<file path="src/common/cache_params.svh">
`ifndef CACHE_PARAMS_SVH
`define CACHE_PARAMS_SVH

// ~~~~~~~~~~~~~~~~~~~~~~~~~~~~~~
// Geometry
// ~~~~~~~~~~~~~~~~~~~~~~~~~~~~~~
`define CACHE_WAYS         4
`define CACHE_SETS         16
`define CACHE_SET_BITS     4
`define CACHE_OFFSET_BITS  5
`define CACHE_TAG_BITS     23
`define CACHE_LINE_BITS    256

// ~~~~~~~~~~~~~~~~~~~~~~~~~~~~~~
// Address fields
// ~~~~~~~~~~~~~~~~~~~~~~~~~~~~~~
`define CACHE_TAG_MSB      31
`define CACHE_TAG_LSB      9
`define CACHE_SET_MSB      8
`define CACHE_SET_LSB      5
`define CACHE_WORD_MSB     4   // Word select inside the line
`define CACHE_WORD_LSB     2

`endif

</file>
<file path="src/source/ff_array.sv">
`timescale 1ns/1ns
`include "cache_params.svh"

module ff_array #(
    parameter int WIDTH = 1
) (
    input  logic                       clk,
    input  logic                       rst,
    input  logic                       select,     // Active low
    input  logic                       write_en,   // Active low
    input  logic [`CACHE_SET_BITS-1:0] addr,
    input  logic [WIDTH-1:0]           wdata,
    output logic [WIDTH-1:0]           rdata
);

    logic [WIDTH-1:0] mem [`CACHE_SETS];

    always_ff @(posedge clk) begin
        if (rst) begin
            for (int i = 0; i < `CACHE_SETS; i++) begin
                mem[i] <= '0;
            end
            rdata <= '0;
        end else if (!select) begin
            if (!write_en) begin
                mem[addr] <= wdata;
                rdata <= wdata;       // Same write-first port as sram_array
            end else begin
                rdata <= mem[addr];
            end
        end
    end

endmodule

</file>
<file path="config.mk">
export PLATFORM = sky130hd
export DESIGN_NAME = ff_array
export DESIGN_NICKNAME = d
export VERILOG_FILES = /design/src/source/ff_array.sv
export VERILOG_INCLUDE_DIRS = /design/src /design/src/common
export SDC_FILE = /design/constraint.sdc
export NUM_CORES = 1
export LEC_CHECK = 0
export ABC_AREA = 1
export BUFFER_PORTS_ARGS = -buffer_cell sky130_fd_sc_hd__buf_2
export CAP_MARGIN = 30
export CORE_MARGIN = 5
export CORE_UTILIZATION = 55
export DETAILED_ROUTE_END_ITERATION = 16
export PLACE_DENSITY_LB_ADDON = 0.15
export SLEW_MARGIN = 20
export SYNTH_ARGS = -nofsm -noshare
export SYNTH_HDL_FRONTEND = slang
export SYNTH_SLANG_ARGS = --single-unit
export TNS_END_PERCENT = 10
</file>
<file path="constraint.sdc">
create_clock -name clk -period 1.35 [get_ports clk]
set_clock_uncertainty 0.1 [all_clocks]
set_input_delay 0.0675 -clock clk [delete_from_list [all_inputs] [get_ports clk]]
set_output_delay 0.0675 -clock clk [all_outputs]
set_load 0.02 [all_outputs]
</file>
==> run metrics <==
outcome finished, final reports clean; Final Setup Violations 0; synthesized area 976 sq um; diode count 0; f_max 836 MHz; sequential-to-total area share from yosys stat 51.3%; first-pass GRT wire length 3260 um; Power Dens Cells 938 nW/um^2; Initial Util 57.1%; Max Cap Violations 0; Core Footprint 1710 sq um; final antenna-violating net count 0; Area growth syn-to-layout 13.1%; global-route congestion overflow total 0; fin cells 172; most used cell along the critical path nand2_1; Worst Path Buf+Inv 0; std cell rows 15; detailed-route DRC error count 0; # clock sinks 17; relative slew slack 66.4%; critical path fanouts, max 1; CTS tree built; post-layout minimum cycle time 1.20 ns; Syn Area/Cell 7.39 sq um; cell internal pwr 763 uW; Net Switching 272 uW; Clk pin slew, worst setup/hold paths 0.10 ns; Yosys warning count 0; largest area contributor in the netlist edfxtp_1; ys flop type edfxtp_1; Worst-Margin Slew 0.504 ns; drt wl/cell 11.8 um; Die Span Y 52.1 um; die width 52.1 um; Iter 0 DRT Violations 17; setup TNS 0 ns; Post-synth top cells 63 x nand2_1, 18 x nor2_1, 16 x edfxtp_1; final HPWL from detailed placement 1520 um; Post-synth ARST share 0%; Tot Pwr 1040 uW; DR vias/cell 5.11; DP Area 1060 sq um; Synthesized Nets 141; VDD IR max 0.636 mV; sw frac 26.3%; min-delay worst type primary input to register; clock root buffer clkbuf_4; Clock Tree Buf Depth 2; initial antenna violation count 0; # fillers 156; CTS buffer count 3; CP max stage cell edfxtp_1; worst path required time 1.45 ns; H-tree depth 1; area share of the largest cell type after synthesis 49.2%; CP delay by family, top flip-flops; logic gate share of total power 13.6%; Nets 157; Leakage Power 0.000537 uW; Worst setup EP type register; #FFs+latches synth 17; Die Area 2720 sq um; cell chain of the critical path nand2_1 > nand2_1 > nand2_1 > nand2_1 > nand2_1 > nand3_1 > o21bai_1 > a21oi_1; Final Hold Fails 0; sequential share of power 59.1%; Placed Cells 166; Syn Inst Count 132; CP peak stage delay 0.39 ns; RSZ-0062 raised after global routing false; via count 879; Tot GR Track Use 17.0%; vias in the first global route 779; main area contributors after synthesis edfxtp_1 49%, nand2_1 24%, nor2_1 6.9%; Clk pwr share 27.3%; share of layout cells above drive strength 1 12.9%; critical path type register to register; Period Utilization, post-route 88.6%; Arr. time, crit path 1.30 ns; GPL Wtd Cong 0.829; total wire length 2030 um; DR pass1 iterations 4; pin count of the biggest net entering global routing 17; Clk Latency, worst-skew pair 0.30 ns; post-route cell area 1100 sq um; most common cell in the netlist nand2_1; Synth cell types 15; Max Slew Vio Count 0; io pins 10; CP Launch Type register; Post-synth EDFFs 16; number of buffers added on ports 9
cells by family (layout without fill, tap and decap cells):
| group | after synthesis | count (layout) | synth area share (%) |
|---|---|---|---|
| buf+inv | 16 | 31 | 7.31 |
| simple gates | 91 | 91 | 36.8 |
| compound gates | 8 | 8 | 4.61 |
| flops | 17 | 17 | 51.3 |
path summary, 6_finish.rpt:
check / cells past startpoint / endpoint / from / slack (ns)
max: 8 / rdata / mem[3] / 0.15
min reg2reg: 2 / rdata / rdata / 0.37
max reg2reg: 8 / rdata / mem[3] / 0.15
min: 4 / rdata / select / 0.05
per-layer routing:
metal	vias up	part of all wire (%)	GRT usage, %
met5	-	0	0
li1	450	-	-
met3	5	3.9	2.58
met2	16	49	29.9
met1	408	44	19.0
met4	0	2.2	10.0
cell type report:
cell class / count / area [sq um] / share of cell area [%]
flip-flops and latches: 17 / 500 / 45.4
multi-input cells: 99 / 404 / 36.6
repair buffers: 15 / 95.1 / 8.62
inverters: 12 / 45.0 / 4.08
well taps: 25 / 31.3 / 2.83
clock buffers: 3 / 22.5 / 2.04
clock inverters: 1 / 5.00 / 0.454
registers in the layout (all words and copies together) (netlist names):
register  flops
mem          16
rdata         1
layout by cell type (no fill, tap or decap), drive strengths merged:
cell type    Yosys  layout
nor2            18      18
dfxtp            1       1
o21bai           2       2
dlygate4sd3      0       2
o21ai            5       5
nor3             5       5
a21oi            1       1
buf              2      13
edfxtp          16      16
nand3            5       5
clkinv           0       1
clkbuf           2       3
nand2           63      63
inv             12      12
power by group through the flow:
stage | Combinational, uW | Clock (uW) | Sequential, uW
2_1_floorplan | 91.1 | 0 | 624
3_3_place_gp | 132 | 0 | 624
3_5_place_dp | 136 | 0 | 625
4_1_cts | 141 | 281 | 613
5_1_grt | 159 | 304 | 615
6_report | 140 | 283 | 612
through the flow:
step	utilization (%)	worst slack [ns]	hold WS, ns
detailed placement	61.8	0.0526	0.151
finish	64.6	0.154	0.0479
global placement	61.8	0.0857	0.139
floorplan	-	0.240	0.0366
global route	64.6	0.0528	0.0820
CTS	64.6	0.124	0.0600
repair_timing:
item,4_1_cts,5_1_grt
hold buffers,2,0
resized for setup,0,0
buffers inserted,0,0
hold endpoints to repair,1,0
worst reg2reg max path, stage by stage (launching register included):
cell	delay, ns
edfxtp_1	0.39
nand2_1	0.09
nand2_1	0.06
nand2_1	0.05
nand2_1	0.05
nand2_1	0.05
nand3_1	0.09
o21bai_1	0.13
a21oi_1	0.08
Note: power is estimated with default switching activity, not from simulation.
