## config.mk

```make
export PLATFORM = sky130hd
export DESIGN_NAME = sram_array
export DESIGN_NICKNAME = d
export VERILOG_FILES = /design/src/source/sram_array.sv
export VERILOG_INCLUDE_DIRS = /design/src /design/src/common
export SDC_FILE = /design/constraint.sdc
export NUM_CORES = 2
export LEC_CHECK = 0
export ABC_CLOCK_PERIOD_IN_PS = 21300
export BUFFER_PORTS_ARGS = -buffer_cell sky130_fd_sc_hd__buf_2
export CORE_MARGIN = 5
export CORE_UTILIZATION = 60
export DETAILED_ROUTE_END_ITERATION = 7
export GPL_TIMING_DRIVEN = 0
export PLACE_DENSITY = 0.77
export SLEW_MARGIN = 40
export SYNTH_ARGS = -nofsm -noshare
export SYNTH_HDL_FRONTEND = slang
export SYNTH_SLANG_ARGS = --single-unit
```

## constraint.sdc

```tcl
create_clock -name clk -period 21.3 [get_ports clk]
set_clock_uncertainty 0.05 [all_clocks]
set_input_delay 0 -clock clk [delete_from_list [all_inputs] [get_ports clk]]
set_output_delay 0 -clock clk [all_outputs]
set_load 0.05 [all_outputs]
```

## src/common/cache_params.svh

```systemverilog
`ifndef CACHE_PARAMS_SVH
`define CACHE_PARAMS_SVH

// ~~~~~~~~~~~~~~~~~~~~~~~~~~~~~~
// Geometry
// ~~~~~~~~~~~~~~~~~~~~~~~~~~~~~~
`define CACHE_WAYS         4
`define CACHE_SETS         16
`define CACHE_SET_BITS     4
`define CACHE_OFFSET_BITS  5
`define CACHE_TAG_BITS     23
`define CACHE_LINE_BITS    256

// ~~~~~~~~~~~~~~~~~~~~~~~~~~~~~~
// Address fields
// ~~~~~~~~~~~~~~~~~~~~~~~~~~~~~~
`define CACHE_TAG_MSB      31
`define CACHE_TAG_LSB      9
`define CACHE_SET_MSB      8
`define CACHE_SET_LSB      5
`define CACHE_WORD_MSB     4   // Word select inside the line
`define CACHE_WORD_LSB     2

`endif

```

## src/source/sram_array.sv

```systemverilog
`timescale 1ns/1ns
`include "cache_params.svh"

module sram_array #(
    parameter int WIDTH = 256
) (
    input  logic                       clk,
    input  logic                       select,     // Active low
    input  logic                       write_en,   // Active low
    input  logic [(WIDTH+7)/8-1:0]     byte_mask,
    input  logic [`CACHE_SET_BITS-1:0] addr,
    input  logic [WIDTH-1:0]           wdata,
    output logic [WIDTH-1:0]           rdata
);

    logic [WIDTH-1:0] mem [`CACHE_SETS];
    logic [WIDTH-1:0] merged;

    always_comb begin
        merged = mem[addr];
        for (int i = 0; i < WIDTH; i++) begin
            if (byte_mask[i / 8]) begin
                merged[i] = wdata[i];
            end
        end
    end

    // ~~~~~~~~~~~~~~~~~~~~~~~~~~~~~~
    // Storage and read register
    // ~~~~~~~~~~~~~~~~~~~~~~~~~~~~~~
    always_ff @(posedge clk) begin
        if (!select) begin
            if (!write_en) begin
                mem[addr] <= merged;
                rdata <= merged;      // Written word shows on the port next cycle
            end else begin
                rdata <= mem[addr];
            end
        end
    end

endmodule

```

==> results.sh <==
export IMPL_ant_nets=0
export IMPL_netlist_area_mm2=0.168
export IMPL_arrival_ps=5350
export IMPL_grt_overflow_total=0
export IMPL_drive_above_1_share=0.336
export IMPL_drcViolationCount=0
export IMPL_grt_use_total=0.365
export IMPL_antenna_found_initial=80
export IMPL_worstSetupPathType="input port to register"
export IMPL_min_period_ps=4730
export IMPL_synthToLayoutAreaGrowth_pct=24.1
export IMPL_grt_pass1_wl_mm=755
export IMPL_leakage_uw=0.0688
export IMPL_synthArstFlopShare=0
export IMPL_drt_pass1_iterations=8
export IMPL_fp_dieW_um=539
export IMPL_synthTopCellsByArea="edfxtp_1 (78%), mux4_2 (14%), a221oi_1 (2.7%)"
export IMPL_clockBufferDepth=4
export IMPL_dieArea_mm2=0.290
export IMPL_hold_class="input port to register"
export IMPL_cts_buffers=419
export IMPL_slew_violations=0
export IMPL_ff_latch_area_mm2=0.131
export IMPL_start_util=0.602
export IMPL_wl_per_cell_um=40.5
export IMPL_ys_ff_latch=4352
export IMPL_cts_tree="yes"
export IMPL_finalPower_uw=19100
export IMPL_gp_congestion=0.843
export IMPL_required_ps=21930
export IMPL_yosysUniqueCellTypes=22
export IMPL_cp_end_kind="register"
export IMPL_cts_max_level=5
export IMPL_vias=103000
export IMPL_rsz0062_at_grt="no"
export IMPL_slew_limit_headroom=0.142
export IMPL_core_mm2=0.279
export IMPL_synthesis_nets=7849
export IMPL_cts_root_buf="clkbuf_16"
export IMPL_grt_pass1_vias=101000
export IMPL_clock_latency_ps=980
export IMPL_finalSetupTns_ps=0
export IMPL_outcome="completed"
export IMPL_hold_ws_ps=18.4
export IMPL_cts_resized=0
export IMPL_dieHeight_um=539
export IMPL_clkTransAtPathRegs_ps=60
export IMPL_yosys_area_top_type="edfxtp_1"
export IMPL_synth_warnings=0
export IMPL_peakVddDrop_v=0.0000815
export IMPL_fin_nets=10200
export IMPL_ys_seq_area_frac=0.779
export IMPL_viasPerCell=7.36
export IMPL_wirelength_mm=567
export IMPL_fmaxAchievable_mhz=212
export IMPL_powerDensity_mw_per_mm2=91.5
export IMPL_synth_most_common_cell="edfxtp_1"
export IMPL_fillers=13700
export IMPL_avgSynthCellArea_um2=22.2
export IMPL_synth_edf_count=4352
export IMPL_r2r_slack_ps=18710
export IMPL_maxCapViolCount=0
export IMPL_dp_hpwl_mm=310
export IMPL_drt_initial_drc_count=18500
export IMPL_rows=194
export IMPL_setup_viol=0
export IMPL_io_pin_count=551
export IMPL_synth_common_cells="edfxtp_1 (4352), mux4_2 (1024), nor2_1 (525)"
export IMPL_place_area_mm2=0.186
export IMPL_startpoint_type="input port"
export IMPL_timing_final_crit_share=0.222
export IMPL_yosysTopAreaCellShare=0.779
export IMPL_grt_max_degree=69
export IMPL_cts_sinks=4352
export IMPL_multiInputGateArea_mm2=0.0380
export IMPL_hold_viol_final=0
export IMPL_worst_path_max_fanout=12
export IMPL_worst_pin_slew_ps=1290
export IMPL_ys_flop_type="edfxtp_1"
export IMPL_io_buffers=547
export IMPL_synthCells=7554
export IMPL_fin_area_mm2=0.208
==> layout make-up <==
| class | instances | share of cell area |
|---|---|---|
| Timing Repair Buffer | 1882 | 0.0875 |
| Clock inverter | 259 | 0.0131 |
| Clock buffer | 511 | 0.0524 |
| Tap cell | 3724 | 0.0224 |
| Sequential cell | 4352 | 0.627 |
| Buffer | 487 | 0.0134 |
| Antenna cell | 72 | 0.000865 |
| Inverter | 33 | 0.000631 |
| Multi-Input combinational cell | 2682 | 0.182 |
==> path summary, 6_finish.rpt <==
check	from	to	depth (start not counted)
worst max-delay path	addr[1]	mem[2][179]	18
worst min-delay path	wdata[22]	rdata[22]	4
worst max register to register	mem[10][253]	mem[13][253]	4
worst min register to register	mem[3][184]	rdata[184]	3
==> report_power, final <==
part           internal, uW  switching (uW)
sequential             9670            51.0
clock                  4220            3430
combinational           559            1120
total                 14500            4600
==> what timing repair did <==
item | 4_1_cts | 5_1_grt
setup buffers | 0 | 0
endpoints found under the hold margin | 4438 | 0
hold buffers | 688 | 0
==> through the flow <==
step / setup slack [ps] / util / instances
final: 16570 / 0.747 / 14000
after global routing: 16730 / 0.747 / 14000
after CTS: 17000 / 0.739 / 13900
after detailed placement: 16090 / 0.666 / 12400
after global placement: -22080 / 0.628 / 11800
after floorplan: 1930 / - / 7554
==> worst max-delay path, cell delays in order <==
cell      delay (ps)
buf_2            270
clkbuf_2         570
buf_16           230
clkbuf_4         510
nand3b_1         450
nor3_2           470
buf_4            250
buf_2            260
buf_2            300
buf_4            240
buf_2            220
buf_4            190
buf_2            230
buf_6            170
buf_2            250
buf_2            290
buf_4            210
buf_4            190
==> cells by family (layout without fill, tap and decap cells) <==
| family | after synthesis | after routing | synth area share |
|---|---|---|---|
| buf+inv | 520 | 3172 | 0.0166 |
| flops | 4352 | 4352 | 0.779 |
| compound gates | 768 | 768 | 0.0363 |
| mux | 1280 | 1280 | 0.153 |
| simple gates | 634 | 634 | 0.0158 |
| other cells | 0 | 72 | 0 |
==> sequential cells by signal, indices dropped and copies added, names as in the netlist <==
signal,flops
mem,4096
rdata,256
==> per-layer routing <==
metal	wire length, um	GRT usage
met5	340	0
met4	47800	0.217
met3	84200	0.108
met2	265000	0.565
met1	169000	0.464
==> cell usage in the layout, fill, tap and decap left out, drive strengths merged, types with 189 or more instances in the layout <==
cell / count
nor2: 525
edfxtp: 4352
buf: 1506
clkinv: 189
a221oi: 512
clkbuf: 686
o22ai: 256
mux4: 1024
mux2i: 256
dlygate4sd3: 688
Power figures use the tool's default switching activity.
