===== config.mk =====
export PLATFORM = sky130hd
export DESIGN_NAME = plru
export DESIGN_NICKNAME = d
export VERILOG_FILES = /design/src/common/cache_pkg.sv /design/src/cache/plru.sv
export VERILOG_INCLUDE_DIRS = /design/src /design/src/common
export SDC_FILE = /design/constraint.sdc
export NUM_CORES = 1
export LEC_CHECK = 0
export BUFFER_PORTS_ARGS = -buffer_cell sky130_fd_sc_hd__buf_2
export CORE_ASPECT_RATIO = 2
export CORE_MARGIN = 2
export CORE_UTILIZATION = 35
export DETAILED_ROUTE_END_ITERATION = 8
export SETUP_SLACK_MARGIN = 0.02
export SYNTH_ARGS = -nofsm -noshare
export SYNTH_HDL_FRONTEND = slang
export SYNTH_SLANG_ARGS = --single-unit

===== constraint.sdc =====
create_clock -name clk -period 4.64 [get_ports clk]
set_clock_uncertainty 0.2 [all_clocks]
set_input_delay 0.928 -clock clk [delete_from_list [all_inputs] [get_ports clk]]
set_output_delay 0.928 -clock clk [all_outputs]
set_load 0.05 [all_outputs]

===== src/common/cache_params.svh =====
`ifndef CACHE_PARAMS_SVH
`define CACHE_PARAMS_SVH

// ~~~~~~~~~~~~~~~~~~~~~~~~~~~~~~
// Geometry
// ~~~~~~~~~~~~~~~~~~~~~~~~~~~~~~
`define CACHE_WAYS         4
`define CACHE_SETS         16
`define CACHE_SET_BITS     4
`define CACHE_OFFSET_BITS  5
`define CACHE_TAG_BITS     23
`define CACHE_LINE_BITS    256

// ~~~~~~~~~~~~~~~~~~~~~~~~~~~~~~
// Address fields
// ~~~~~~~~~~~~~~~~~~~~~~~~~~~~~~
`define CACHE_TAG_MSB      31
`define CACHE_TAG_LSB      9
`define CACHE_SET_MSB      8
`define CACHE_SET_LSB      5
`define CACHE_WORD_MSB     4   // Word select inside the line
`define CACHE_WORD_LSB     2

`endif


===== src/common/cache_pkg.sv =====
package cache_pkg;

    typedef enum logic [1:0] {
        WAY_A,
        WAY_B,
        WAY_C,
        WAY_D
    } way_t;

    typedef enum logic [1:0] {
        ARR_IDLE,        // Read only
        ARR_HIT_WRITE,   // Masked word into the hit way, sets dirty
        ARR_FILL,        // Whole line into the victim, clean and valid
        ARR_HOLD         // Arrays stay selected while memory works
    } array_op_t;

    typedef enum logic [1:0] {
        LK_HIT,
        LK_MISS_CLEAN,
        LK_MISS_DIRTY
    } lookup_t;

    typedef enum logic [1:0] {
        ST_IDLE,
        ST_COMPARE,
        ST_WRITEBACK,
        ST_ALLOCATE
    } fsm_state_t;

endpackage


===== src/cache/plru.sv =====
`timescale 1ns/1ns
`include "cache_params.svh"

module plru (
    input  logic                       clk,
    input  logic                       rst,
    input  logic                       update,
    input  logic [`CACHE_SET_BITS-1:0] set,
    input  cache_pkg::way_t            visit_way,
    output cache_pkg::way_t            replace_way
);

    logic [2:0] tree_bits [`CACHE_SETS];   // {b2, b1, b0} per set
    logic [2:0] curr_bits;
    logic [2:0] next_bits;

    assign curr_bits = tree_bits[set];

    // b0 picks the half, b1 or b2 the way inside it
    always_comb begin
        if (!curr_bits[0]) begin
            replace_way = curr_bits[1] ? cache_pkg::WAY_B : cache_pkg::WAY_A;
        end else begin
            replace_way = curr_bits[2] ? cache_pkg::WAY_D : cache_pkg::WAY_C;
        end
    end

    // ~~~~~~~~~~~~~~~~~~~~~~~~~~~~~~
    // Point the tree away from the way just used
    // ~~~~~~~~~~~~~~~~~~~~~~~~~~~~~~
    always_comb begin
        next_bits = curr_bits;
        case (visit_way)
            cache_pkg::WAY_A: begin
                next_bits[0] = 1'b1;
                next_bits[1] = 1'b1;
            end
            cache_pkg::WAY_B: begin
                next_bits[0] = 1'b1;
                next_bits[1] = 1'b0;
            end
            cache_pkg::WAY_C: begin
                next_bits[0] = 1'b0;
                next_bits[2] = 1'b1;
            end
            default: begin
                next_bits[0] = 1'b0;
                next_bits[2] = 1'b0;
            end
        endcase
    end

    always_ff @(posedge clk) begin
        if (rst) begin
            for (int i = 0; i < `CACHE_SETS; i++) begin
                tree_bits[i] <= '0;
            end
        end else if (update) begin
            tree_bits[set] <= next_bits;
        end
    end

endmodule


==> metrics.md <==
| Metric | Value |
|---|---|
| Initial antenna violation count | 0 |
| CTS tree | yes |
| Netlist cell types | 33 |
| ANT nets after route | 0 |
| Commonest cells after routing, fill and taps aside | 48 x edfxtp_1, 23 x nor3_1, 21 x nor2_1 |
| Depth of the worst register-to-register path | 5 |
| Worst hold endpoint | tree_bits[11][0] |
| Top cell type's share of synthesized area | 57.9% |
| GP Congestion | about 0.8 |
| Slew headroom | around half |
| WP data required | 3510 ps |
| Slowest CP cell | buf_2 |
| RSZ-0062 raised after global routing | false |
| Peak VDD IR | roughly 0.20 mV |
| Startpoint Class | primary input |
| Top reg by flops | tree_bits |
| Post-DR vias/cell | around 5.3 |
| Initial Util | about 36% |
| Vias in the first global route | about 1600 |
| Largest cells by area after synthesis | edfxtp_1 58%, mux4_2 7.2%, nor3_1 4.6% |
| Die X | between 60 and 70 microns |
| Hold depth | 2 |
| Tcrit/Tclk final | about four fifths |
| Commonest non-fill, non-tap cell in the layout | edfxtp_1 |
| CTS H-Tree Depth | 2 |
| GRT Util Overall | approximately 16% |
| Fmax | around 270 MHz |
| Die Ht | 123 microns |
| DRC | 0 |
| Port-buffer cells | 10 |
| WP buf/inv | 2 |
| Hold_sp | visit_way[1] |
| Worst reg2reg endpoint | tree_bits[9][2] |
| 1st-iter DRT viols | roughly 110 |
| Critical path fanouts, max | 20 |
| CTS buffer count | 5 |
| Sequential Power Share | 52.6% |
| R2R Setup Slk | between 2000 and 2500 ps |
| Clk pwr share | a little over a third |
| Largest regs | tree_bits: 48 flops |
| Postcts setup bufs | 0 |
| Fin. Hold Viols | 0 |
| Comb pwr share | between 10% and 20% |
| Hpwl dp | ~4000 microns |
| Clock slew at reported path FFs | approximately 60 ps |
| Crit. End Element | output port |
| Setup Crit Path Kind | in2out |
| Dpl cells | around 280 |
| CP delay by family, top | buffers and inverters |
| Post-Syn Area | about 2500 sq um |
| Internal power | roughly 730 uW |
| Worst slew pin tran | about 760 ps |
| Psw | about 230 uW |
| Post-synth top area cell | edfxtp_1 |
| Routed WL per cell | 19.4 microns |
| Nets | ~210 |
| Flops & latches, synth | 48 |
| P&R area growth vs syn | 8.79% |
| CTS root buf | clkbuf_16 |
| Status | completed |
| PwrDens | between 300 and 400 nW/um^2 |
| Avg Synthesized Cell Area | between 10 and 15 sq um |
| Max FFs per register | 48 |
| Io pins | 11 |
| Ratio of cells with drive above 1 in the final layout | between 20% and 30% |
| Sw frac | approximately a quarter |
| Total of fill cells in the finished design | 670 |
| Seq/Total Area, Yosys | just under 60% |
| Antenna Cells | 0 |
| Max-cap violations | 0 |
| Drt total wl | between 5000 and 6000 microns |
| Critical Path Max Stage Delay | approximately 400 ps |
| Die area | around 7800 sq um |
| Layout Cells excl Fill | slightly below 300 |
| Fin crit period | 3710 ps |
| Total gr overflow | 0 |
| Worst path arrival time | between 2000 and 3000 ps |
| TritonRoute pass-1 iters | 4 |
| P_leak | roughly 0.00092 uW |
| Max-slew violations | 0 |
| Vias | about 1500 |
| Clock Tree Buf Depth | 2 |
| Ys Warns | 0 |
| Syn Nets | 204 |
| FF-to-FF Start | tree_bits[13][2] |
| Global-route wire length before repair | around 8700 microns |
| Core box area | around 6900 sq um |
| # hold bufs at CTS | 0 |
| Hold Path Class | in2reg |
| Post-CTS sizing | 0 |
| Gate Count Post-Synth | between 150 and 200 |
| Crit-path most repeated cell | buf_2 |
| Crit path cell chain | buf_2 > mux2_2 > o21ai_0 > a311oi_2 > nor2_1 > a21oi_1 > buf_2 |
| Setup violations, final | 0 |
| Final setup TNS | 0 ps |
| Skew-Pair Late Insertion Delay | roughly 290 ps |
| Pin count of the biggest net entering global routing | 21 |
| Row count | 43 |
| CTS sink count | 48 |
per-layer routing:
metal | vias up | routed length [microns] | global-route usage (%)
li1 | 726 | - | -
met1 | 777 | 1950 | 15.6
met2 | 34 | 3380 | 31.0
met3 | 9 | 135 | 2.37
met4 | 0 | 155 | 8.15
met5 | - | 0 | 0
layout make-up:
cell class / instances / area (sq um) / share of cell area (%)
Sequential cell: 48 / 1440 / 53.2
Timing Repair Buffer: 13 / 72.6 / 2.68
Clock inverter: 3 / 13.8 / 0.508
Clock buffer: 5 / 125 / 4.62
Multi-Input combinational cell: 129 / 937 / 34.6
Inverter: 2 / 7.51 / 0.277
Tap cell: 90 / 113 / 4.16
synth_stat cells, drive strengths merged:
library cell and instances:
buf 11, mux4 8, nand2b 17, and3 1, o21ai 2, nor2 22, clkbuf 5, a22oi 1
inv 2, nor2b 5, a21oi 3, a221o 2, and2 1, nor3b 2, mux2i 6, and3b 1
a311oi 2, mux2 2, edfxtp 48, nor3 34, nand3 6, nand2 14
worst max-delay path by stage:
| stage | start | endpoint | slack, ps | cells past startpoint |
|---|---|---|---|---|
| after floorplan | set[0] | replace_way[0] | 350 | 5 |
| after detailed placement | set[3] | replace_way[0] | 910 | 7 |
| final | set[3] | replace_way[0] | 930 | 7 |
| after global placement | set[3] | replace_way[0] | 900 | 7 |
| after CTS | set[3] | replace_way[0] | 910 | 7 |
| after global routing | set[3] | replace_way[0] | 810 | 7 |
logic make-up (layout without fill, tap and decap cells):
kind of cell           count (synthesis)  after routing  synth area share, %
AND/OR/NAND/NOR                      103            103                 23.5
AO/OA/AOI/OAI                         10             10                 3.62
flip-flops                            48             48                 57.9
multiplexers                          16             16                 10.5
buffers and inverters                 18             23                 4.52
stage by stage:
| stage | hold slack (ps) | util [%] | area, sq um | total power, uW | setup slack [ps] |
|---|---|---|---|---|---|
| floorplan | 874 | - | 2490 | 598 | 349 |
| global placement | 1060 | 37.0 | 2570 | 626 | 899 |
| detailed placement | 1070 | 37.0 | 2570 | 626 | 913 |
| CTS | 960 | 39.0 | 2710 | 963 | 906 |
| global route | 992 | 39.0 | 2710 | 986 | 807 |
| finish | 950 | 39.0 | 2710 | 960 | 926 |
power groups by stage:
stage               Sequential [uW]  Clock [uW]  Combinational (uW)
finish                          505         344                 111
global route                    506         361                 119
CTS                             506         346                 112
detailed placement              515           0                 111
global placement                515           0                 111
floorplan                       508           0                89.3
Power figures use the tool's default switching activity.
