<file path="src/common/cache_pkg.sv">
package cache_pkg;

    typedef enum logic [1:0] {
        WAY_A,
        WAY_B,
        WAY_C,
        WAY_D
    } way_t;

    typedef enum logic [1:0] {
        ARR_IDLE,        // Read only
        ARR_HIT_WRITE,   // Masked word into the hit way, sets dirty
        ARR_FILL,        // Whole line into the victim, clean and valid
        ARR_HOLD         // Arrays stay selected while memory works
    } array_op_t;

    typedef enum logic [1:0] {
        LK_HIT,
        LK_MISS_CLEAN,
        LK_MISS_DIRTY
    } lookup_t;

    typedef enum logic [1:0] {
        ST_IDLE,
        ST_COMPARE,
        ST_WRITEBACK,
        ST_ALLOCATE
    } fsm_state_t;

endpackage

</file>
<file path="src/cache/cache_fsm.sv">
`timescale 1ns/1ns

module cache_fsm (
    input  logic                 clk,
    input  logic                 rst,
    input  logic                 request,
    input  logic                 is_write,
    input  cache_pkg::lookup_t   lookup,
    input  logic                 dfp_resp,
    output cache_pkg::array_op_t array_op,
    output logic                 ufp_resp,
    output logic                 dfp_read,
    output logic                 dfp_write
);

    cache_pkg::fsm_state_t state;
    cache_pkg::fsm_state_t state_next;

    always_ff @(posedge clk) begin
        if (rst) begin
            state <= cache_pkg::ST_IDLE;
        end else begin
            state <= state_next;
        end
    end

    // ~~~~~~~~~~~~~~~~~~~~~~~~~~~~~~
    // Next state and outputs
    // ~~~~~~~~~~~~~~~~~~~~~~~~~~~~~~
    always_comb begin
        state_next = state;
        array_op = cache_pkg::ARR_IDLE;
        ufp_resp = 1'b0;
        dfp_read = 1'b0;
        dfp_write = 1'b0;
        case (state)
            cache_pkg::ST_IDLE: begin
                if (request) begin
                    state_next = cache_pkg::ST_COMPARE;   // Arrays read at this edge
                end
            end
            cache_pkg::ST_COMPARE: begin
                case (lookup)
                    cache_pkg::LK_HIT: begin
                        ufp_resp = 1'b1;
                        if (is_write) begin
                            array_op = cache_pkg::ARR_HIT_WRITE;
                        end
                        state_next = cache_pkg::ST_IDLE;
                    end
                    cache_pkg::LK_MISS_CLEAN: begin
                        state_next = cache_pkg::ST_ALLOCATE;
                    end
                    cache_pkg::LK_MISS_DIRTY: begin
                        state_next = cache_pkg::ST_WRITEBACK;
                    end
                    default: begin
                        state_next = cache_pkg::ST_IDLE;
                    end
                endcase
            end
            cache_pkg::ST_WRITEBACK: begin
                dfp_write = 1'b1;
                array_op = cache_pkg::ARR_HOLD;       // Victim data must stay on the read port
                if (dfp_resp) begin
                    state_next = cache_pkg::ST_ALLOCATE;
                end
            end
            cache_pkg::ST_ALLOCATE: begin
                dfp_read = 1'b1;
                array_op = cache_pkg::ARR_HOLD;
                if (dfp_resp) begin
                    array_op = cache_pkg::ARR_FILL;
                    state_next = cache_pkg::ST_COMPARE;   // Refilled line hits next cycle
                end
            end
            default: begin
                state_next = cache_pkg::ST_IDLE;
            end
        endcase
    end

    a_dfp_exclusive: assert property (
        @(posedge clk) disable iff (rst) !(dfp_read && dfp_write)
    ) else $error("dfp_read and dfp_write high together");

    a_resp_pulse: assert property (
        @(posedge clk) disable iff (rst) ufp_resp |=> !ufp_resp
    ) else $error("ufp_resp held longer than one cycle");

endmodule

</file>
<file path="config.mk">
export PLATFORM = sky130hd
export DESIGN_NAME = cache_fsm
export DESIGN_NICKNAME = d
export VERILOG_FILES = /design/src/common/cache_pkg.sv /design/src/cache/cache_fsm.sv
export SDC_FILE = /design/constraint.sdc
export NUM_CORES = 1
export LEC_CHECK = 0
export BUFFER_PORTS_ARGS = -buffer_cell sky130_fd_sc_hd__buf_2
export CELL_PAD_IN_SITES_DETAIL_PLACEMENT = 0
export CELL_PAD_IN_SITES_GLOBAL_PLACEMENT = 2
export CORE_AREA = 5 5 42 44
export DETAILED_ROUTE_END_ITERATION = 7
export DIE_AREA = 0 0 47 49
export PLACE_DENSITY = 0.69
export SLEW_MARGIN = 30
export SYNTH_ARGS = -nofsm -noshare
export SYNTH_HDL_FRONTEND = slang
export SYNTH_SLANG_ARGS = --single-unit
</file>
<file path="constraint.sdc">
create_clock -name clk -period 1.6 [get_ports clk]
set_input_delay 0.32 -clock clk [delete_from_list [all_inputs] [get_ports clk]]
set_output_delay 0.32 -clock clk [all_outputs]
set_load 0.03 [all_outputs]
</file>
==> qor.log <==
INFO  global_route   first_pass_grt_wire_length=1.08mm
INFO  worst_hold_path min-delay-path-class=in -> reg
INFO  power          leakagePower=0.000197uW
INFO  finish         share_of_final_layout_standard_cells_stronger_than_drive_strength_1=0.630
INFO  placed_design  hpwl=510um
INFO  synthesis      synthCells=30
INFO  worst_setup_path critical_path_required=1.28ns
INFO  synthesis      sequential_fraction_of_the_synthesis_area=0.156
INFO  routing        num_vias=254
INFO  routing        first_pass_iters=2
INFO  die            io-pin-count=12
INFO  routing        vias_per_cell=4.10
INFO  sta            period_needed=1.58ns
INFO  placed_design  placement.cell_area=353um2
INFO  global_route   number_of_antenna_violations_at_the_first_check_in_global_routing=0
INFO  worst_setup_path worstPathArrival=1.26ns
INFO  sta            layout_setup_ws=0.0214ns
INFO  finish         largest_reg_flops=2
INFO  die            die_area=2300um2
INFO  finish         num-nets-final=62
INFO  synthesis      postSynthRegisterBits=2
INFO  global_route   gr-usage-met2=0.0882
INFO  run_status     outcome=finished, final reports clean
INFO  flow_run       cap_violations=0
INFO  global_route   grt_start_max_net_pins=5
INFO  synthesis      syn_area=256um2
INFO  global_route   grt_max_usage_layer=met2
INFO  finish         max_flop_register=state
INFO  die            die_h=49um
INFO  routing        drc_viols=0
INFO  clocking       cts_htree_levels=1
INFO  sta            rsz0062_at_grt=true
INFO  clocking       cts_made_buffers=3
INFO  sta            timing_hold_violations_final=0
INFO  placed_design  gpl.final_weighted_congestion=0.587
INFO  power          cellPowerDensity=635nW/um2
INFO  synthesis      ys_types=14
INFO  die            die_w=47um
INFO  clocking       cts_tree=yes
INFO  finish         regs_by_ff_count=state (2)
INFO  worst_setup_path endpoint_kind_of_the_worst_setup_timing_path=output port
INFO  die            placementRows=14
INFO  sta            normalized_max_slew_margin=0.847
INFO  routing        route.antenna.remaining_nets=0
INFO  routing        drt-initial-drc-count=3
INFO  finish         diodes=0
INFO  placed_design  port-buffer-count=11
INFO  clocking       post_cts_hold_buffer_count=0
INFO  die            core_region_area=1400um2
INFO  synthesis      yosys_synthesis_warning_count=0
INFO  worst_setup_path timing.critical_path.from_type=flip-flop
INFO  worst_setup_path critical_path_peak_fanout=4
INFO  finish         filler_cells_inserted=170
INFO  clocking       clock_tree.buffer_depth=2
INFO  placed_design  place_worst_setup_slack=0.0591ns
INFO  sta            worst_slew_pin_slew=0.229ns
INFO  global_route   grt_remaining_overflow=0
INFO  sta            max_freq=633MHz
INFO  worst_setup_path criticalPathCategory=reg -> out
INFO  routing        routed_wirelength=613um
INFO  clocking       clk_lat_worst_skew=0.22ns
INFO  sta            final_min_period_over_clock_period=0.987
INFO  global_route   grtUsageMet3=0.0406
INFO  synthesis      synthesized_nets=44
INFO  sta            maxSlewViolCount=0
INFO  clocking       path_clk_slew=0.03ns
INFO  power          power.ir.vdd_worst=0.347mV
INFO  clocking       clkSinkCount=2
INFO  clocking       clock-root-buffer=clkbuf_4
INFO  global_route   gr-usage-met1=0.0764
INFO  routing        post_drt_wl_per_cell=9.89um
INFO  sta            worst_clock_skew=0.00405ns
INFO  sta            finalSetupViolations=0
INFO  global_route   via_count_of_the_first_global_routing_pass=268
INFO  finish         layout-area-overhead-vs-synth=65.9%
INFO  finish         finish.instance_area=425um2
INFO  synthesis      synthesis.area_per_instance=8.55um2
INFO  global_route   grtUsageTotal=0.0661
INFO  die            initial_utilization=0.183
==> placed cells by master, fill, tap and decap left out <==
cell type,instances
a211oi_1,2
a21oi_1,1
a21oi_2,2
a21oi_4,1
a311oi_1,1
a31o_1,1
and2_4,1
buf_2,9
buf_4,2
buf_6,1
clkbuf_4,4
dfxtp_4,2
ha_1,5
ha_2,1
ha_4,1
inv_1,5
inv_4,1
nand2_2,1
nand2b_2,1
nor2_1,1
nor2_2,1
nor3_1,1
o21bai_4,1
==> worst max-delay path, stage by stage (launching register included) <==
cell     delay (ns)
dfxtp_4        0.37
inv_1          0.08
ha_1           0.22
a21oi_2        0.16
a21oi_4        0.07
buf_6          0.13
==> path summary, 6_finish.rpt <==
| path | from | to | slack (ns) | depth (start not counted) |
|---|---|---|---|---|
| setup reg to reg | state[0]$_SDFFE_PP0P_ | state[0]$_SDFFE_PP0P_ | 0.25 | 5 |
| hold reg to reg | state[0]$_SDFFE_PP0P_ | state[0]$_SDFFE_PP0P_ | 0.55 | 2 |
| setup / recovery | state[0]$_SDFFE_PP0P_ | array_op[0] | 0.02 | 5 |
| hold / removal | rst | state[0]$_SDFFE_PP0P_ | 0.29 | 2 |
==> cells by family after synthesis <==
logic type / synth area share
buf+inv: 0.0878
flops: 0.156
fa+ha+maj: 0.341
compound gates: 0.293
simple gates: 0.122
==> final cells by class <==
cell class	count	area, um2	share of cell area
sequential	2	47.5	0.112
multi-input combinational	22	231	0.544
tap	16	20.0	0.0471
timing repair buffer	13	78.8	0.185
inverter	6	25.0	0.0588
clock buffer	3	22.5	0.0529
==> timing repair <==
action	CTS	global route
buffers inserted	0	1
setup endpoints to repair	3	2
gates resized for setup	11	4
==> layer usage <==
| metal | up-vias | share of wire |
|---|---|---|
| met5 | - | 0 |
| met4 | 0 | 0 |
| met3 | 0 | 0.096 |
| met2 | 9 | 0.46 |
| met1 | 108 | 0.45 |
| li1 | 137 | - |
==> stage by stage <==
| stage | power [uW] | TNS, ns | util | instances | hold WS [ns] |
|---|---|---|---|---|---|
| floorplan | 122 | -0.000113 | - | 30 | 0.392 |
| global placement | 146 | 0 | 0.252 | 58 | 0.521 |
| detailed placement | 147 | 0 | 0.252 | 58 | 0.521 |
| CTS | 275 | 0 | 0.291 | 61 | 0.276 |
| global route | 296 | -0.0232 | 0.304 | 62 | 0.289 |
| finish | 270 | 0 | 0.304 | 62 | 0.286 |
==> synthesized netlist by cell type <==
master | count | area (um2)
a21oi_2 | 1 | 8.76
ha_1 | 7 | 87.6
inv_1 | 6 | 22.5
nand2b_2 | 1 | 8.76
dfxtp_1 | 2 | 40.0
o21bai_4 | 1 | 18.8
nand2_1 | 1 | 3.75
nor2_1 | 2 | 7.51
and2_1 | 1 | 6.26
a31o_1 | 1 | 8.76
a311oi_1 | 1 | 8.76
a211oi_1 | 2 | 15.0
nor3_1 | 1 | 5.00
a21oi_1 | 3 | 15.0
==> report_power, final <==
group / internal [uW] / switching, uW / leakage, uW
clock network: 82.7 / 27.6 / 0.0000138
registers: 56.1 / 9.48 / 0.0000178
logic: 42.8 / 51.3 / 0.000165
Note: power is estimated with default switching activity, not from simulation.
