==> src/common/cache_params.svh <==
`ifndef CACHE_PARAMS_SVH
`define CACHE_PARAMS_SVH

// ~~~~~~~~~~~~~~~~~~~~~~~~~~~~~~
// Geometry
// ~~~~~~~~~~~~~~~~~~~~~~~~~~~~~~
`define CACHE_WAYS         4
`define CACHE_SETS         16
`define CACHE_SET_BITS     4
`define CACHE_OFFSET_BITS  5
`define CACHE_TAG_BITS     23
`define CACHE_LINE_BITS    256

// ~~~~~~~~~~~~~~~~~~~~~~~~~~~~~~
// Address fields
// ~~~~~~~~~~~~~~~~~~~~~~~~~~~~~~
`define CACHE_TAG_MSB      31
`define CACHE_TAG_LSB      9
`define CACHE_SET_MSB      8
`define CACHE_SET_LSB      5
`define CACHE_WORD_MSB     4   // Word select inside the line
`define CACHE_WORD_LSB     2

`endif

==> src/common/cache_pkg.sv <==
package cache_pkg;

    typedef enum logic [1:0] {
        WAY_A,
        WAY_B,
        WAY_C,
        WAY_D
    } way_t;

    typedef enum logic [1:0] {
        ARR_IDLE,        // Read only
        ARR_HIT_WRITE,   // Masked word into the hit way, sets dirty
        ARR_FILL,        // Whole line into the victim, clean and valid
        ARR_HOLD         // Arrays stay selected while memory works
    } array_op_t;

    typedef enum logic [1:0] {
        LK_HIT,
        LK_MISS_CLEAN,
        LK_MISS_DIRTY
    } lookup_t;

    typedef enum logic [1:0] {
        ST_IDLE,
        ST_COMPARE,
        ST_WRITEBACK,
        ST_ALLOCATE
    } fsm_state_t;

endpackage

==> src/cache/hit_miss.sv <==
`timescale 1ns/1ns
`include "cache_params.svh"

module hit_miss (
    input  logic [`CACHE_TAG_BITS:0]   tag_a,   // Dirty bit above the tag
    input  logic [`CACHE_TAG_BITS:0]   tag_b,
    input  logic [`CACHE_TAG_BITS:0]   tag_c,
    input  logic [`CACHE_TAG_BITS:0]   tag_d,
    input  logic                       valid_a,
    input  logic                       valid_b,
    input  logic                       valid_c,
    input  logic                       valid_d,
    input  logic [`CACHE_TAG_BITS-1:0] curr_tag,
    input  cache_pkg::way_t            replace_way,
    output cache_pkg::lookup_t         lookup,
    output cache_pkg::way_t            visit_way
);

    logic [`CACHE_TAG_BITS:0] tags [`CACHE_WAYS];
    logic [`CACHE_WAYS-1:0]   valids;
    logic [`CACHE_WAYS-1:0]   match;

    assign tags = '{tag_a, tag_b, tag_c, tag_d};
    assign valids = {valid_d, valid_c, valid_b, valid_a};

    always_comb begin
        for (int i = 0; i < `CACHE_WAYS; i++) begin
            match[i] = valids[i] && (tags[i][`CACHE_TAG_BITS-1:0] == curr_tag);
        end
    end

    always_comb begin
        if (valids[replace_way] && tags[replace_way][`CACHE_TAG_BITS]) begin
            lookup = cache_pkg::LK_MISS_DIRTY;
        end else begin
            lookup = cache_pkg::LK_MISS_CLEAN;
        end
        visit_way = replace_way;
        for (int i = 0; i < `CACHE_WAYS; i++) begin
            if (match[i]) begin
                lookup = cache_pkg::LK_HIT;
                visit_way = cache_pkg::way_t'(i);
            end
        end
    end

    // A line is only ever filled on a miss, so a tag lives in one way of a set
    always_comb begin
        a_single_match: assert final ($isunknown(match) || $onehot0(match))
            else $error("Tag matches in more than one way");
    end

endmodule

==> config.mk <==
export PLATFORM = sky130hd
export DESIGN_NAME = hit_miss
export DESIGN_NICKNAME = d
export VERILOG_FILES = /design/src/common/cache_pkg.sv /design/src/cache/hit_miss.sv
export VERILOG_INCLUDE_DIRS = /design/src /design/src/common
export SDC_FILE = /design/constraint.sdc
export NUM_CORES = 1
export LEC_CHECK = 0
export ABC_AREA = 1
export BUFFER_PORTS_ARGS = -buffer_cell sky130_fd_sc_hd__buf_2
export CAP_MARGIN = 10
export CORE_AREA = 2 2 56 84
export DETAILED_ROUTE_END_ITERATION = 10
export DIE_AREA = 0 0 58 86
export PLACE_DENSITY = 0.8
export SLEW_MARGIN = 20
export SYNTH_ARGS = -nofsm -noshare
export SYNTH_HDL_FRONTEND = slang
export SYNTH_SLANG_ARGS = --single-unit
==> constraint.sdc <==
create_clock -name vclk -period 1.28
set_input_delay 0.128 -clock vclk [all_inputs]
set_output_delay 0.128 -clock vclk [all_outputs]
set_load 0.02 [all_outputs]
==> results.sh <==
export IMPL_maximum_number_of_pins_on_one_net_before_global_route_repair=9
export IMPL_synthXorXnorAreaFrac_pct=10.61
export IMPL_detail_route_wirelength_um=8791
export IMPL_drt_drc_violations_left=0
export IMPL_dr_total_vias=3120
export IMPL_post_synth_fa_ha_maj_area_fraction_pct=0
export IMPL_timing_hold_worst_path_depth=4
export IMPL_wl_per_cell_um=14.09
export IMPL_synth_top_cells_by_area="sky130_fd_sc_hd__nand2_1, sky130_fd_sc_hd__nor2_1, sky130_fd_sc_hd__inv_1, sky130_fd_sc_hd__xor2_1, sky130_fd_sc_hd__o21ai_0"
export IMPL_setup_worst_path_end_class="output pin"
export IMPL_drt_first_iter_violations=171
export IMPL_seq_area_frac_synth_pct=0
export IMPL_synth_simple_gate_area_share_pct=63.54
export IMPL_synth_largest_area_cell="sky130_fd_sc_hd__nand2_1"
export IMPL_start_kind="input pin"
export IMPL_num_io_pins=129
export IMPL_max_slew_worst_pin_slew_ns=0.2510
export IMPL_die_height_um=86
export IMPL_gpl_final_weighted_congestion=0.9928
export IMPL_area_growth_synth_to_final_pct=64.71
export IMPL_worst_hold_path_type="in -> out"
export IMPL_drv_cap=0
export IMPL_finalCriticalPeriod_ns=1.470
export IMPL_synth_top_family_by_area="simple AND/OR/NAND/NOR gates"
export IMPL_outcome="finished with violations"
export IMPL_ys_warnings_count=0
export IMPL_grt_setup_unrepaired="true"
export IMPL_synth_compound_area_share_pct=9.442
export IMPL_floorplan_die_width_um=58
export IMPL_final_setup_fails=4
export IMPL_fmax_mhz=680.1
export IMPL_global_route_overflow_total=0
export IMPL_holdCritStartpoint="replace_way[1]"
export IMPL_timing_final_ws_setup_ns=-0.1905
export IMPL_place_hpwl_um=7341
export IMPL_number_of_global_route_vias_before_repair=3129
export IMPL_drt_pre_antenna_iters=5
export IMPL_drive_above_1_share_pct=37.02
export IMPL_post_place_cells=619
export IMPL_ff_latch_area_um2=0
export IMPL_antenna_diode_count=0
export IMPL_post_synth_mux_area_share_pct=0
export IMPL_final_nets=705
export IMPL_worst_ir_drop_vdd_mv=0.2425
export IMPL_timing_final_hold_violations=0
export IMPL_max_slew_margin_pct=83.21
export IMPL_clkbuf_count=0
export IMPL_yosysUniqueCellTypes=20
export IMPL_arrival_ns=1.34
export IMPL_via_density_per_instance=5.000
export IMPL_mappedNetlistNets=550
export IMPL_layout_common_cells="sky130_fd_sc_hd__nand2_1, sky130_fd_sc_hd__buf_2, sky130_fd_sc_hd__nor2_1"
export IMPL_wire_length_of_the_first_global_routing_pass_um=13340
export IMPL_stdcell_count=624
export IMPL_rows=29
export IMPL_post_synth_top_area_share_pct=39.28
export IMPL_final_period_utilization_pct=114.9
export IMPL_grt_usage_pct=34.43
export IMPL_buffer_ports_inserted=129
export IMPL_failed_checks="setup timing"
export IMPL_core_mm2=0.004209
export IMPL_finalMaxSlewViolations=0
export IMPL_power_density_mw_per_mm2=325.6
export IMPL_flops_and_latches=0
export IMPL_final_core_util_pct=71.05
export IMPL_most_common_cell_after_layout_fill_and_taps_aside="sky130_fd_sc_hd__nand2_1"
export IMPL_critical_path_peak_fanout=5
export IMPL_min_delay_endpoint="visit_way[1]"
export IMPL_power_static_leakage_nw=1.884
export IMPL_cp_data_required_time_ns=1.15
export IMPL_initial_core_util_pct=43.13
export IMPL_synth_avg_cell_area_um2=4.272
export IMPL_syn_inst=425
export IMPL_report_power_total_mw=0.9736
export IMPL_finalSetupTns_ns=-0.5921
export IMPL_ant_nets=0
export IMPL_die_area_mm2=0.004988
export IMPL_antenna_found_initial=0
export IMPL_timing_setup_critical_path_class="in -> out"
export IMPL_synth_cell_area_mm2=0.001815
export IMPL_post_placement_setup_slack_ns=-0.2705
==> metrics by stage <==
step / hold WS, ns / cell area, µm²
floorplan: 0.4413 / 1815
global placement: 0.6243 / 2664
detailed placement: 0.6281 / 2664
CTS: 0.6088 / 2899
global route: 0.6482 / 2990
finish: 0.6258 / 2990
==> how the worst max path moves through the flow <==
stage,depth (start not counted),start,end
2_1_floorplan,10,curr_tag[12],visit_way[0]
4_1_cts,12,curr_tag[17],visit_way[0]
5_1_grt,13,curr_tag[14],visit_way[0]
3_3_place_gp,13,curr_tag[10],visit_way[0]
3_5_place_dp,13,curr_tag[10],visit_way[0]
6_report,12,curr_tag[14],lookup[0]
==> kinds of logic after synthesis <==
logic type,Yosys count
AOI/OAI and AO/OA,34
xor gates and xnor gates,22
buffers and inverters,78
and+or+nand+nor,291
==> cells in the mapped netlist (2+ instances only) <==
library cell	number
sky130_fd_sc_hd__nor2_1	75
sky130_fd_sc_hd__nand2_1	190
sky130_fd_sc_hd__nand4_1	4
sky130_fd_sc_hd__o21ai_0	19
sky130_fd_sc_hd__xor2_1	12
sky130_fd_sc_hd__nor3_1	3
sky130_fd_sc_hd__nand3_1	10
sky130_fd_sc_hd__inv_1	54
sky130_fd_sc_hd__a21oi_1	2
sky130_fd_sc_hd__nor2_2	3
sky130_fd_sc_hd__o21ai_1	12
sky130_fd_sc_hd__nand3_2	2
sky130_fd_sc_hd__xnor2_1	10
sky130_fd_sc_hd__nand3b_1	2
sky130_fd_sc_hd__inv_2	22
==> layer usage <==
layer	wire length, µm	track usage, %	up-vias
li1	-	-	1581
met1	3028	33.51	1343
met2	4725	69.63	160
met3	589	2.564	36
met4	448	15.86	0
met5	0	0	-
==> what timing repair did <==
item | 4_1_cts | 5_1_grt
cloned | 0 | 0
buffers inserted | 3 | 2
pin swaps | 30 | 22
hold buffers | 0 | 0
resized for setup | 67 | 27
setup endpoints to repair | 4 | 4
==> area by class of cell <==
class	count	area, µm²
timing repair buffer	155	980.9
inverter	76	312.8
fill	432	1219
multi-input combinational	347	1639
tap	46	57.56
==> power breakdown <==
| group | internal, mW | switching [mW] | leakage (nW) | total, mW |
|---|---|---|---|---|
| clock network | 0 | 0 | 0 | 0 |
| logic | 0.450 | 0.524 | 1.88 | 0.974 |
| registers | 0 | 0 | 0 | 0 |
| total | 0.450 | 0.524 | 1.88 | 0.974 |
==> critical path, cell delays in order <==
cell,delay (ns)
sky130_fd_sc_hd__buf_4,0.14
sky130_fd_sc_hd__inv_2,0.07
sky130_fd_sc_hd__nand2_1,0.06
sky130_fd_sc_hd__nand2_1,0.05
sky130_fd_sc_hd__nor2_1,0.13
sky130_fd_sc_hd__nand2_1,0.12
sky130_fd_sc_hd__nor2_4,0.15
sky130_fd_sc_hd__nand3_4,0.11
sky130_fd_sc_hd__buf_4,0.15
sky130_fd_sc_hd__nand2_1,0.05
sky130_fd_sc_hd__nor2_1,0.04
sky130_fd_sc_hd__buf_4,0.15
(Power assumes the default switching activity.)
